--- src/verilog/aib_adapt_defs.svh ---
/*
 * AIB adapter sizes and CSR address map
 * Lane count, buffer depths, credit counts and half-register addresses
 */
`ifndef AIB_ADAPT_DEFS_SVH
`define AIB_ADAPT_DEFS_SVH

// Datapath sizing
`define AIB_NUM_LANES      4
`define AIB_LANE_DEPTH     4
`define AIB_IN_CREDITS     2
`define AIB_OUT_CREDITS    4

// Half-register word addresses, low half then high half
`define AIB_ADDR_RX0_LO    7'h08
`define AIB_ADDR_RX0_HI    7'h0a
`define AIB_ADDR_RX1_LO    7'h10
`define AIB_ADDR_RX1_HI    7'h12
`define AIB_ADDR_TX0_LO    7'h18
`define AIB_ADDR_TX0_HI    7'h1a
`define AIB_ADDR_TX1_LO    7'h1c
`define AIB_ADDR_TX1_HI    7'h1e

`endif
--- src/verilog/aib_adapt_pkg.sv ---
/*
 * AIB adapter types
 * Vector typedefs shared by the register block and the datapath
 */
`default_nettype none

package aib_adapt_pkg;

   // Datapath word
   typedef logic [31:0] aib_word_t;

   // AVMM bus fields
   typedef logic [15:0] avmm_data_t;
   typedef logic [6:0]  avmm_addr_t;
   typedef logic [1:0]  avmm_be_t;

   // Round-robin lane number
   typedef logic [1:0]  lane_idx_t;

   // Low bits of a rotate register
   typedef logic [4:0]  rot_amt_t;

   // Holds 0 up to the largest credit or fill count
   typedef logic [2:0]  credit_cnt_t;

endpackage

`default_nettype wire

--- src/verilog/aib_adapt_top.sv ---
/*
 * AIB data-path adapter top level
 * Register block, distributor, lane adapters and collector
 */
`timescale 1ns/10ps
`default_nettype none

`include "aib_adapt_defs.svh"

module aib_adapt_top (
   input  wire                        clk,
   input  wire                        reset_n,
   input  aib_adapt_pkg::avmm_addr_t  address,
   input  aib_adapt_pkg::avmm_data_t  writedata,
   input  aib_adapt_pkg::avmm_be_t    byteenable,
   input  wire                        read,
   input  wire                        write,
   input  wire                        in_valid,
   input  aib_adapt_pkg::aib_word_t   in_data,
   input  wire                        out_credit,
   output aib_adapt_pkg::avmm_data_t  readdata,
   output logic                       readdatavalid,
   output logic                       in_credit,
   output logic                       out_valid,
   output aib_adapt_pkg::aib_word_t   out_data
);

   import aib_adapt_pkg::*;

   // Transform settings
   aib_word_t                        rx_0;
   aib_word_t                        rx_1;
   aib_word_t                        tx_0;
   aib_word_t                        tx_1;

   // Lane side of distributor and collector
   logic [`AIB_NUM_LANES-1:0]        lane_push;
   aib_word_t                        lane_data;
   logic [`AIB_NUM_LANES-1:0]        lane_credit;
   logic [`AIB_NUM_LANES-1:0]        lane_valid;
   aib_word_t [`AIB_NUM_LANES-1:0]   lane_rdata;
   logic [`AIB_NUM_LANES-1:0]        lane_pop;

   aib_avmm_adapt_csr aib_avmm_adapt_csr_i (
      .clk           (clk),
      .reset_n       (reset_n),
      .address       (address),
      .writedata     (writedata),
      .byteenable    (byteenable),
      .read          (read),
      .write         (write),
      .readdata      (readdata),
      .readdatavalid (readdatavalid),
      .rx_0          (rx_0),
      .rx_1          (rx_1),
      .tx_0          (tx_0),
      .tx_1          (tx_1)
   );

   aib_lane_distrib aib_lane_distrib_i (
      .clk         (clk),
      .reset_n     (reset_n),
      .in_valid    (in_valid),
      .in_data     (in_data),
      .lane_credit (lane_credit),
      .in_credit   (in_credit),
      .lane_push   (lane_push),
      .lane_data   (lane_data)
   );

   for (genvar g = 0; g < `AIB_NUM_LANES; g++) begin : g_lane
      aib_lane_adapt aib_lane_adapt_i (
         .clk     (clk),
         .reset_n (reset_n),
         .push    (lane_push[g]),
         .wdata   (lane_data),
         .pop     (lane_pop[g]),
         .tx_mask (tx_0),
         .tx_rot  (tx_1),
         .rx_mask (rx_0),
         .rx_rot  (rx_1),
         .valid   (lane_valid[g]),
         .rdata   (lane_rdata[g]),
         .credit  (lane_credit[g])
      );
   end

   aib_lane_collect aib_lane_collect_i (
      .clk        (clk),
      .reset_n    (reset_n),
      .lane_valid (lane_valid),
      .lane_rdata (lane_rdata),
      .out_credit (out_credit),
      .lane_pop   (lane_pop),
      .out_valid  (out_valid),
      .out_data   (out_data)
   );

endmodule

`default_nettype wire

--- src/verilog/aib_lane_collect.sv ---
/*
 * AIB lane collector
 * Drains the lanes in round-robin order into a registered output
 * while output credits remain
 */
`timescale 1ns/10ps
`default_nettype none

`include "aib_adapt_defs.svh"

module aib_lane_collect (
   input  wire                                             clk,
   input  wire                                             reset_n,
   input  wire [`AIB_NUM_LANES-1:0]                        lane_valid,
   input  aib_adapt_pkg::aib_word_t [`AIB_NUM_LANES-1:0]   lane_rdata,
   input  wire                                             out_credit,
   output logic [`AIB_NUM_LANES-1:0]                       lane_pop,
   output logic                                            out_valid,
   output aib_adapt_pkg::aib_word_t                        out_data
);

   import aib_adapt_pkg::*;

   lane_idx_t     rr_ptr;
   credit_cnt_t   out_cnt;
   logic          pop_en;

   // Same lane order as the distributor keeps words in sequence
   assign pop_en = lane_valid[rr_ptr] && (out_cnt != '0);

   always_comb begin
      lane_pop         = '0;
      lane_pop[rr_ptr] = pop_en;
   end

   always_ff @(posedge clk) begin
      if (!reset_n) begin
         rr_ptr    <= '0;
         out_cnt   <= credit_cnt_t'(`AIB_OUT_CREDITS);
         out_valid <= 1'b0;
      end else begin
         out_valid <= pop_en;
         if (pop_en) begin
            rr_ptr <= rr_ptr + lane_idx_t'(1);
         end
         // Sink returns a credit, each output word spends one
         out_cnt <= out_cnt + credit_cnt_t'(out_credit) - credit_cnt_t'(pop_en);
      end
   end

   always_ff @(posedge clk) begin
      if (pop_en) begin
         out_data <= lane_rdata[rr_ptr];
      end
   end

endmodule

`default_nettype wire

--- src/verilog/aib_lane_adapt.sv ---
/*
 * AIB lane adapter
 * Lane buffer that applies the transmit transform on push and the
 * receive transform at its head, returning a credit per pop
 */
`timescale 1ns/10ps
`default_nettype none

`include "aib_adapt_defs.svh"

module aib_lane_adapt (
   input  wire                        clk,
   input  wire                        reset_n,
   input  wire                        push,
   input  aib_adapt_pkg::aib_word_t   wdata,
   input  wire                        pop,
   input  aib_adapt_pkg::aib_word_t   tx_mask,
   input  aib_adapt_pkg::aib_word_t   tx_rot,
   input  aib_adapt_pkg::aib_word_t   rx_mask,
   input  aib_adapt_pkg::aib_word_t   rx_rot,
   output logic                       valid,
   output aib_adapt_pkg::aib_word_t   rdata,
   output logic                       credit
);

   import aib_adapt_pkg::*;

   localparam int PTR_W = $clog2(`AIB_LANE_DEPTH);

   aib_word_t          mem [`AIB_LANE_DEPTH];
   logic [PTR_W-1:0]   wr_ptr;
   logic [PTR_W-1:0]   rd_ptr;
   credit_cnt_t        fill;
   rot_amt_t           tx_amt;
   rot_amt_t           rx_amt;

   function automatic aib_word_t rot_left(aib_word_t x, rot_amt_t r);
      logic [63:0] dbl;
      dbl = {x, x} << r;
      return dbl[63:32];
   endfunction

   function automatic aib_word_t rot_right(aib_word_t x, rot_amt_t r);
      logic [63:0] dbl;
      dbl = {x, x} >> r;
      return dbl[31:0];
   endfunction

   // Only the low 5 bits of a rotate register count
   assign tx_amt = tx_rot[4:0];
   assign rx_amt = rx_rot[4:0];

   always_ff @(posedge clk) begin
      if (!reset_n) begin
         wr_ptr <= '0;
         rd_ptr <= '0;
         fill   <= '0;
         credit <= 1'b0;
      end else begin
         credit <= pop;
         if (push) begin
            wr_ptr <= wr_ptr + 1'b1;
         end
         if (pop) begin
            rd_ptr <= rd_ptr + 1'b1;
         end
         fill <= fill + credit_cnt_t'(push) - credit_cnt_t'(pop);
      end
   end

   // Transmit transform, mask then rotate left
   always_ff @(posedge clk) begin
      if (push) begin
         mem[wr_ptr] <= rot_left(wdata ^ tx_mask, tx_amt);
      end
   end

   assign valid = (fill != '0);

   // Receive transform, rotate right then mask
   assign rdata = rot_right(mem[rd_ptr], rx_amt) ^ rx_mask;

endmodule

`default_nettype wire

--- src/verilog/aib_lane_distrib.sv ---
/*
 * AIB lane distributor
 * Buffers incoming words under upstream credits and deals them
 * round-robin to the lanes while each lane has room
 */
`timescale 1ns/10ps
`default_nettype none

`include "aib_adapt_defs.svh"

module aib_lane_distrib (
   input  wire                           clk,
   input  wire                           reset_n,
   input  wire                           in_valid,
   input  aib_adapt_pkg::aib_word_t      in_data,
   input  wire [`AIB_NUM_LANES-1:0]      lane_credit,
   output logic                          in_credit,
   output logic [`AIB_NUM_LANES-1:0]     lane_push,
   output aib_adapt_pkg::aib_word_t      lane_data
);

   import aib_adapt_pkg::*;

   localparam int PTR_W = $clog2(`AIB_IN_CREDITS);

   // Input buffer sized to the upstream credits
   aib_word_t           in_buf [`AIB_IN_CREDITS];
   logic [PTR_W-1:0]    wr_ptr;
   logic [PTR_W-1:0]    rd_ptr;
   credit_cnt_t         in_cnt;
   lane_idx_t           rr_ptr;
   credit_cnt_t         lane_cnt [`AIB_NUM_LANES];
   logic                fwd;

   // Head word moves on when the pointed lane has a free slot
   assign fwd = (in_cnt != '0) && (lane_cnt[rr_ptr] != '0);

   always_ff @(posedge clk) begin
      if (!reset_n) begin
         wr_ptr    <= '0;
         rd_ptr    <= '0;
         in_cnt    <= '0;
         rr_ptr    <= '0;
         in_credit <= 1'b0;
         lane_push <= '0;
         for (int i = 0; i < `AIB_NUM_LANES; i++) begin
            lane_cnt[i] <= credit_cnt_t'(`AIB_LANE_DEPTH);
         end
      end else begin
         in_credit <= fwd;
         lane_push <= '0;
         if (in_valid) begin
            wr_ptr <= wr_ptr + 1'b1;
         end
         if (fwd) begin
            lane_push[rr_ptr] <= 1'b1;
            rd_ptr            <= rd_ptr + 1'b1;
            rr_ptr            <= rr_ptr + lane_idx_t'(1);
         end
         in_cnt <= in_cnt + credit_cnt_t'(in_valid) - credit_cnt_t'(fwd);
         // One slot back per lane pop, one taken per push
         for (int i = 0; i < `AIB_NUM_LANES; i++) begin
            lane_cnt[i] <= lane_cnt[i] + credit_cnt_t'(lane_credit[i])
                           - credit_cnt_t'(fwd && (rr_ptr == lane_idx_t'(i)));
         end
      end
   end

   // Payload storage
   always_ff @(posedge clk) begin
      if (in_valid) begin
         in_buf[wr_ptr] <= in_data;
      end
      if (fwd) begin
         lane_data <= in_buf[rd_ptr];
      end
   end

endmodule

`default_nettype wire

--- src/verilog/aib_avmm_adapt_csr.sv ---
/*
 * AIB adapter register block
 * Holds receive and transmit mask and rotate settings behind a 16-bit
 * AVMM bus with byte enables and one-cycle read data
 */
`timescale 1ns/10ps
`default_nettype none

`include "aib_adapt_defs.svh"

module aib_avmm_adapt_csr (
   input  wire                        clk,
   input  wire                        reset_n,
   input  aib_adapt_pkg::avmm_addr_t  address,
   input  aib_adapt_pkg::avmm_data_t  writedata,
   input  aib_adapt_pkg::avmm_be_t    byteenable,
   input  wire                        read,
   input  wire                        write,
   output aib_adapt_pkg::avmm_data_t  readdata,
   output logic                       readdatavalid,
   output aib_adapt_pkg::aib_word_t   rx_0,
   output aib_adapt_pkg::aib_word_t   rx_1,
   output aib_adapt_pkg::aib_word_t   tx_0,
   output aib_adapt_pkg::aib_word_t   tx_1
);

   import aib_adapt_pkg::*;

   // Eight 16-bit halves, even index is the low half of a register
   avmm_data_t [7:0]  half_q;
   logic [2:0]        half_sel;
   logic              addr_hit;
   logic [15:0]       byte_we;
   avmm_data_t        rdata_comb;

   // Address decode into a half index
   always_comb begin
      addr_hit = 1'b1;
      half_sel = 3'd0;
      case (address)
         `AIB_ADDR_RX0_LO: half_sel = 3'd0;
         `AIB_ADDR_RX0_HI: half_sel = 3'd1;
         `AIB_ADDR_RX1_LO: half_sel = 3'd2;
         `AIB_ADDR_RX1_HI: half_sel = 3'd3;
         `AIB_ADDR_TX0_LO: half_sel = 3'd4;
         `AIB_ADDR_TX0_HI: half_sel = 3'd5;
         `AIB_ADDR_TX1_LO: half_sel = 3'd6;
         `AIB_ADDR_TX1_HI: half_sel = 3'd7;
         default:          addr_hit = 1'b0;
      endcase
   end

   // Per-byte write enables, two bits per half
   always_comb begin
      byte_we = '0;
      if (write && addr_hit) begin
         byte_we[2*half_sel +: 2] = byteenable;
      end
   end

   // Byte 0 of the bus lands in the even byte of the half
   always_ff @(posedge clk) begin
      if (!reset_n) begin
         half_q <= '0;
      end else begin
         for (int i = 0; i < 8; i++) begin
            if (byte_we[2*i]) begin
               half_q[i][7:0] <= writedata[7:0];
            end
            if (byte_we[2*i+1]) begin
               half_q[i][15:8] <= writedata[15:8];
            end
         end
      end
   end

   assign rx_0 = {half_q[1], half_q[0]};
   assign rx_1 = {half_q[3], half_q[2]};
   assign tx_0 = {half_q[5], half_q[4]};
   assign tx_1 = {half_q[7], half_q[6]};

   // Unmapped addresses and idle cycles give zero
   always_comb begin
      rdata_comb = '0;
      if (read && addr_hit) begin
         rdata_comb = half_q[half_sel];
      end
   end

   // Read data and its valid follow read by one cycle
   always_ff @(posedge clk) begin
      if (!reset_n) begin
         readdata      <= '0;
         readdatavalid <= 1'b0;
      end else begin
         readdata      <= rdata_comb;
         readdatavalid <= read;
      end
   end

endmodule

`default_nettype wire

--- config.mk ---
export PLATFORM = sky130hd
export DESIGN_NAME = aib_adapt_top
export DESIGN_NICKNAME = d
export VERILOG_FILES = /design/src/verilog/aib_adapt_pkg.sv /design/src/verilog/aib_adapt_top.sv /design/src/verilog/aib_lane_collect.sv /design/src/verilog/aib_lane_adapt.sv /design/src/verilog/aib_lane_distrib.sv /design/src/verilog/aib_avmm_adapt_csr.sv
export VERILOG_INCLUDE_DIRS = /design/src /design/src/verilog
export SDC_FILE = /design/constraint.sdc
export NUM_CORES = 1
export LEC_CHECK = 0
export BUFFER_PORTS_ARGS = -buffer_cell sky130_fd_sc_hd__buf_2
export CAP_MARGIN = 40
export CELL_PAD_IN_SITES_DETAIL_PLACEMENT = 1
export CELL_PAD_IN_SITES_GLOBAL_PLACEMENT = 1
export CORE_ASPECT_RATIO = 2
export CORE_MARGIN = 2
export CORE_UTILIZATION = 27
export CTS_CLUSTER_SIZE = 14
export DETAILED_ROUTE_END_ITERATION = 6
export GPL_ROUTABILITY_DRIVEN = 0
export PLACE_DENSITY_LB_ADDON = 0.3
export SKIP_LAST_GASP = 1
export SLEW_MARGIN = 20
export SYNTH_ARGS = -nofsm -noshare
export SYNTH_HDL_FRONTEND = slang
export SYNTH_HIERARCHICAL = 1
export SYNTH_SLANG_ARGS = --single-unit
--- constraint.sdc ---
create_clock -name clk -period 4.5 [get_ports clk]
set_input_delay 0.225 -clock clk [delete_from_list [all_inputs] [get_ports clk]]
set_output_delay 0.225 -clock clk [all_outputs]
set_load 0.02 [all_outputs]
## Yosys cells after proc, flatten, opt, wreduce, memory -nomap -nowiden

Memory sizes are Yosys's and may differ from the RTL's. A register that Yosys moved wholly into a read port is not among the register bits.
Cells that the tools add are included.

| storage, ports and cells | value |
|---|---|
| register bits after elaboration | 227 |
| bits in writable memories | 588 |
| input bits | 63 |
| output and inout bits | 51 |
| logic and storage cells | 177 |
| memories | 6 |

| operators by class | value |
|---|---|
| add/subtract/negate cells | 33 |
| order comparisons | 5 |
| equality and inequality tests | 11 |
| shift operators | 7 |
| multiplexer cells | 39 |
| bitwise operators | 11 |
| reduce and logical (&&, ||, !) cells | 21 |

Memories:

| name | words | width | rd ports | clocked after Yosys merged registers in | write ports | RTL line | text |
|---|---|---|---|---|---|---|---|
| g_lane[0].aib_lane_adapt_i.mem | 4 | 32 | 1 | 1 | 1 | aib_lane_adapt.sv:30 | `` aib_word_t mem [`AIB_LANE_DEPTH]; `` |
| g_lane[1].aib_lane_adapt_i.mem | 4 | 32 | 1 | 1 | 1 | aib_lane_adapt.sv:30 |  |
| g_lane[2].aib_lane_adapt_i.mem | 4 | 32 | 1 | 1 | 1 | aib_lane_adapt.sv:30 |  |
| g_lane[3].aib_lane_adapt_i.mem | 4 | 32 | 1 | 1 | 1 | aib_lane_adapt.sv:30 |  |
| aib_lane_distrib_i.in_buf | 2 | 32 | 1 | 1 | 1 | aib_lane_distrib.sv:27 | `` aib_word_t in_buf [`AIB_IN_CREDITS]; `` |
| aib_lane_distrib_i.lane_cnt | 4 | 3 | 5 | 1 | 4 | aib_lane_distrib.sv:32 | `` credit_cnt_t lane_cnt [`AIB_NUM_LANES]; `` |

Operators with widths:

| cell | count |
|---|---|
| >> shifter 64 x 5 -> 32 bit | 4 |
| XOR 32 bit | 5 |
| binary-select mux 32 bit (select 2 bit) | 1 |
| left shift 64 x 5 -> 64 bit | 1 |
| binary-select mux 16 bit (select 3 bit) | 1 |
| equality test 7 x 5 -> 1 bit, second input constant | 6 |
| negator 4 -> 34 bit | 1 |
| variable shift 2 x 34 -> 16 bit, first input constant | 1 |
| indexed part select 2 x 34 -> 16 bit | 1 |
| 2-to-1 mux 16 bit | 2 |
| 2-to-1 mux 32 bit | 1 |
| adder 3 x 1 -> 3 bit | 10 |
| subtractor 3 x 1 -> 3 bit | 10 |
| case mux 3 bit (7 select lines) | 1 |
| nonzero test 3 bit | 7 |
| adder 2 x 1 -> 2 bit, second input constant | 10 |
| 2-to-1 mux 2 bit | 10 |
| bitwise AND 16 bit | 1 |
| 2-to-1 mux 1 bit | 16 |
| equality test 7 x 4 -> 1 bit, second input constant | 2 |
| 2-to-1 mux 3 bit | 4 |
| logical AND 1 bit | 10 |
| OR reduction 8 bit | 1 |
| less-than comparator 2 x 3 -> 1 bit, second input constant | 2 |
| 11 further kinds | 19 |

## Depth between registers and ports, before layout

| depth | value |
|---|---|
| word-level depth | 7 |
| depth in mapped cells | 16 |
| gate-level depth less buffers | 12 |

## Cells and area by module

The synthesis kept the hierarchy.

Modules (own cells, without submodules):

| module | instances | cells an instance | area each (sq um) | seq. area each (sq um) |
|---|---|---|---|---|
| aib_lane_adapt (g_lane[0].aib_lane_adapt_i ...) | 3 | 699 | 10131.0 | 4043.9 |
| aib_lane_adapt (g_lane[1].aib_lane_adapt_i) | 1 | 699 | 10129.7 | 4043.9 |
| aib_avmm_adapt_csr | 1 | 705 | 6351.1 | 2902.8 |
| aib_lane_distrib | 1 | 256 | 4548.1 | 3403.3 |
| aib_lane_collect | 1 | 113 | 2127.0 | 1081.0 |

## Worst setup path after synthesis

Ideal clock, no wire load.

| timing | value |
|---|---|
| kind | input to register |
| start point | input port address[5] |
| end point | register aib_avmm_adapt_csr_i.half_q (netlist bit aib_avmm_adapt_csr_i/rx_0[10]) |
| setup time | 0.118 ns |
| data arrival time | 3.210 ns |
| required time | 4.382 ns |
| setup slack | 1.173 ns |
| stages | 14 |
| buffers on the path | 4 |
| path through | nor4b_1 o211a_1 buf_4 inv_2 buf_2 buf_1 ha_1 ha_1 clkbuf_1 nor4bb_1 nor4bb_1 nand3_1 mux2i_1 nor2b_1 |

| on the way | value |
|---|---|
| word-level cells in the longest chain between the ends | 6 |
| elaborated cells on any way between the ends | 17 |
| those cells by class | 1 x add/sub; 8 x eq/ne; 2 x shift; 3 x mux; 1 x bitwise; 2 x reduce/logical |

Ends and longest elaborated chain:

| element | RTL line | text |
|---|---|---|
| from (decl) | aib_adapt_top.sv:13 | `input aib_adapt_pkg::avmm_addr_t address,` |
| equality test 7 x 5 -> 1 bit or equality test 7 x 4 -> 1 bit (tied branches) | aib_avmm_adapt_csr.sv:40 | `case (address)` |
| case mux 3 bit (7 select lines) | aib_avmm_adapt_csr.sv:40 |  |
| negator 4 -> 34 bit | aib_avmm_adapt_csr.sv:57 | `byte_we[2*half_sel +: 2] = byteenable;` |
| indexed part select 2 x 34 -> 16 bit or variable shift 2 x 34 -> 16 bit (tied branches) | aib_avmm_adapt_csr.sv:57 |  |
| bitwise AND 16 bit (no source line) | - |  |
| 2-to-1 mux 16 bit * | aib_avmm_adapt_csr.sv:56 | `if (write && addr_hit) begin` |
| to (signal, indexed assignment) | aib_avmm_adapt_csr.sv:68 | `half_q[i][7:0] <= writedata[7:0];` |
| to (signal, indexed assignment) | aib_avmm_adapt_csr.sv:71 | `half_q[i][15:8] <= writedata[15:8];` |
| to (decl) | aib_avmm_adapt_csr.sv:30 | `avmm_data_t [7:0] half_q;` |

Every way passes the cells marked *; elsewhere a longest branch is shown, timed or not.
A chain may end at the register's enable or synchronous reset.

==> metrics.txt <==
status=finished, violations left; violated checks=negative hold slack; Worst Skew=0.05139 ns; Pleak=0.02040 uW; worst slack on hold paths=-0.009341 ns; max-capacitance violation count=0; Post-Layout Cell Count=6643; HPWL Detailed=166.3 mm; proportion of layout cells with a drive suffix above 1=0.2944; synthesized netlist cell count=3870; pin count of the biggest net entering global routing=169; cell accounting for the most synthesized area=sky130_fd_sc_hd__edfxtp_1; worst vdd rail ir drop=0.3020 mV; startpoint of the lowest-slack hold path=out_credit; syn avg cell area=13.84 um2; transition time of the tightest slew-check pin=0.9248 ns; final worst path period need=4.037 ns; Syn-to-layout area delta=14.00%; leading post-synthesis cells by instance count=sky130_fd_sc_hd__edfxtp_1, sky130_fd_sc_hd__mux4_2, sky130_fd_sc_hd__mux2i_1; Die Outline Area=202100 um2; clock net sink count=857; worst-path maximum fanout=28; number of pins exceeding their max-slew limit in the final report=0; dominant synthesized flop cell=sky130_fd_sc_hd__edfxtp_1; worst hold path depth=3; main area contributors after synthesis=sky130_fd_sc_hd__edfxtp_1, sky130_fd_sc_hd__mux4_2, sky130_fd_sc_hd__dfxtp_1; overall routing resource usage=0.2062; row cnt=231; CORE AREA=197400 um2; vias post-DR=37049; Register-to-Register Setup Slack=0.46 ns; number of nets in the layout=4115; endpoint with the worst hold slack=aib_lane_collect_i/out_cnt[0]; TritonCTS clock tree=done; yosys synthesis warning count=6; Required @ worst endpoint=4.93 ns; endpoint of the lowest-slack register-to-register path=aib_lane_collect_i/out_data[15]; Die Span Y=633.8 um; DRC marker count from the first detailed-route iteration=2632; via density per instance=5.577; Slew Limit Headroom=0.3814; Die X=318.9 um; area of placed instances=57640 um2; vias in the first global route=39058; final hold violation count=1; path type of the worst min-delay path=in -> reg; Detailed Routing Iterations Pass 1=6; RSZ-0062 raised after global routing=no; CP Class=reg -> reg; global-route wire length before repair=297.5 mm; total of buffers placed on input and output ports=113; kind of end point of the critical path=register; total overflow reported by the global router=0; ANT nets after route=0; power density of the placed cells=505.8 nW/um2; number of buffers added for setup after CTS=0; total DRC errors in the routed layout=0; placed insts=6414; buffer levels on the longest clock path=3; signal arrival time at the worst endpoint=4.46 ns; clock tree root driver cell=sky130_fd_sc_hd__clkbuf_16; post-synth design cell area=53550 um2; drt total wl=211.3 mm; initial antenna violation count=24; CTS buffer count=83; number of setup violations in the final report=0; clock slew at the register clock pins of the worst setup and hold paths=0.07 ns; sequential area share after synthesis=0.4400; WL per Instance=31.80 um; cell count of the worst reg-to-reg path=8; final total negative setup slack=0 ns; H-tree level count=3; FFs w/ async S/R, synth=0; final design instance area without fill=61040 um2; cell with the most instances after synthesis=sky130_fd_sc_hd__edfxtp_1; final worst path period share=0.8972; overall power=30880 uW; Critical Path Source Type=register; Max Fclk=0.2477 GHz; share of Yosys cell area claimed by the top area cell type=0.3589; worst skew pair latency=0.72 ns; Initial Utilization=0.2713; count of pins on the block boundary=114; register bit total from synthesis=857; total nets after synthesis=3991; number of synthesized flops with an enable pin=640; count of unique library cells instantiated by Yosys=63
## critical path: stages (launching register included)
cell and delay [ns]:
sky130_fd_sc_hd__dfxtp_4 0.59, sky130_fd_sc_hd__buf_4 0.45, sky130_fd_sc_hd__mux2_1 0.26, sky130_fd_sc_hd__o22ai_1 0.11, sky130_fd_sc_hd__a221oi_1 0.53, sky130_fd_sc_hd__o221ai_1 0.46, sky130_fd_sc_hd__a221oi_1 0.62, sky130_fd_sc_hd__xor2_1 0.13
sky130_fd_sc_hd__mux4_2 0.55
## logic make-up (layout without fill, tap and decap cells)
kind of cell / Yosys count / count (layout) / synth area share
AND/OR/NAND/NOR: 539 / 539 / 0.05339
flip-flops: 857 / 857 / 0.4400
XOR/XNOR: 288 / 288 / 0.04711
adder cells (fa/ha/maj): 58 / 58 / 0.01495
AO/OA/AOI/OAI: 535 / 535 / 0.07498
buffers and inverters: 486 / 679 / 0.03823
other: 0 / 17 / 0
multiplexers: 1107 / 1107 / 0.3313
## sequential cells by signal, indices dropped and copies added, names as in the netlist, 12 cells and up, named ones only
signal / cells
aib_avmm_adapt_csr_i/readdata: 16
aib_avmm_adapt_csr_i/rx_0: 32
aib_avmm_adapt_csr_i/rx_1: 32
aib_avmm_adapt_csr_i/tx_0: 32
aib_avmm_adapt_csr_i/tx_1: 32
aib_lane_collect_i/out_data: 32
aib_lane_distrib_i/in_buf: 64
aib_lane_distrib_i/lane_cnt: 12
aib_lane_distrib_i/lane_data: 32
g_lane.aib_lane_adapt_i/fill: 12
g_lane.aib_lane_adapt_i/mem: 512
## repair_timing
action,in CTS,in global routing
endpoints found under the hold margin,195,0
hold buffers,51,0
gates resized for setup,0,0
## where the power goes
part / internal [uW] / switching (uW)
combinational: 4680 / 7590
clock: 3940 / 3350
sequential: 10200 / 1150
total: 18800 / 12100
## cell usage in the layout, fill, tap and decap left out, types with 25 or more instances in the layout
cell type                       synthesis  layout
sky130_fd_sc_hd__dlygate4sd3_1          0      51
sky130_fd_sc_hd__nand3_1               86      86
sky130_fd_sc_hd__a221oi_1             125     125
sky130_fd_sc_hd__mux2_1                62      62
sky130_fd_sc_hd__mux2_2               212     212
sky130_fd_sc_hd__buf_2                 46     112
sky130_fd_sc_hd__buf_4                  3     145
sky130_fd_sc_hd__nor2_1                49      49
sky130_fd_sc_hd__edfxtp_1             640     640
sky130_fd_sc_hd__o22a_1                28      28
sky130_fd_sc_hd__buf_12                 0      25
sky130_fd_sc_hd__mux4_2               505     505
sky130_fd_sc_hd__nor2b_1               88      87
sky130_fd_sc_hd__o21ai_0               37      37
sky130_fd_sc_hd__dfxtp_1              217     198
sky130_fd_sc_hd__o22ai_1              150     150
sky130_fd_sc_hd__a22oi_1               29      29
sky130_fd_sc_hd__and2_1                69      62
sky130_fd_sc_hd__xnor2_1               32      32
sky130_fd_sc_hd__mux2i_1              328     328
sky130_fd_sc_hd__clkbuf_16              0      87
sky130_fd_sc_hd__inv_1                176     176
sky130_fd_sc_hd__xor2_1               256     254
sky130_fd_sc_hd__ha_1                  48      48
sky130_fd_sc_hd__nand2_1              150     150
sky130_fd_sc_hd__o221ai_1              56      56
## per-stage QoR
stage | util | hold WS [ns] | worst slack [ns]
floorplan | - | 0.2869 | 1.173
global placement | 0.2906 | 0.4174 | 0.5415
detailed placement | 0.2920 | 0.4179 | 0.5112
CTS | 0.3086 | 0.02724 | 0.4856
global route | 0.3091 | 0.03924 | 0.2972
finish | 0.3092 | -0.009341 | 0.4627
## worst max path at each step
stage | startpoint | end | slack (ns) | cells past startpoint
after floorplan | address[5] | aib_avmm_adapt_csr_i/rx_0[10] | 1.17 | 14
after global routing | aib_avmm_adapt_csr_i/rx_1[1] | aib_lane_collect_i/out_data[15] | 0.30 | 8
after CTS | register | aib_lane_collect_i/out_data[15] | 0.49 | 8
after detailed placement | register | aib_lane_collect_i/out_data[15] | 0.51 | 8
after global placement | aib_avmm_adapt_csr_i/rx_1[1] | aib_lane_collect_i/out_data[15] | 0.54 | 8
final | register | aib_lane_collect_i/out_data[15] | 0.46 | 8
## final cells by class
type | instances | area (um2)
fill | 20888 | 136400
multi-input combinational | 2527 | 27970
sequential | 857 | 23610
tap | 2563 | 3207
timing repair buffer | 340 | 2751
clock buffer | 108 | 2286
inverter | 185 | 694.4
clock inverter | 46 | 486.7
antenna | 17 | 42.54
## routing by layer
layer | vias up | track usage | wire [um]
li1 | 15705 | - | -
met1 | 19445 | 0.1950 | 67820
met2 | 1322 | 0.3879 | 113300
met3 | 555 | 0.03074 | 9313
met4 | 22 | 0.1742 | 20630
met5 | - | 0 | 145
Power figures use the tool's default switching activity.
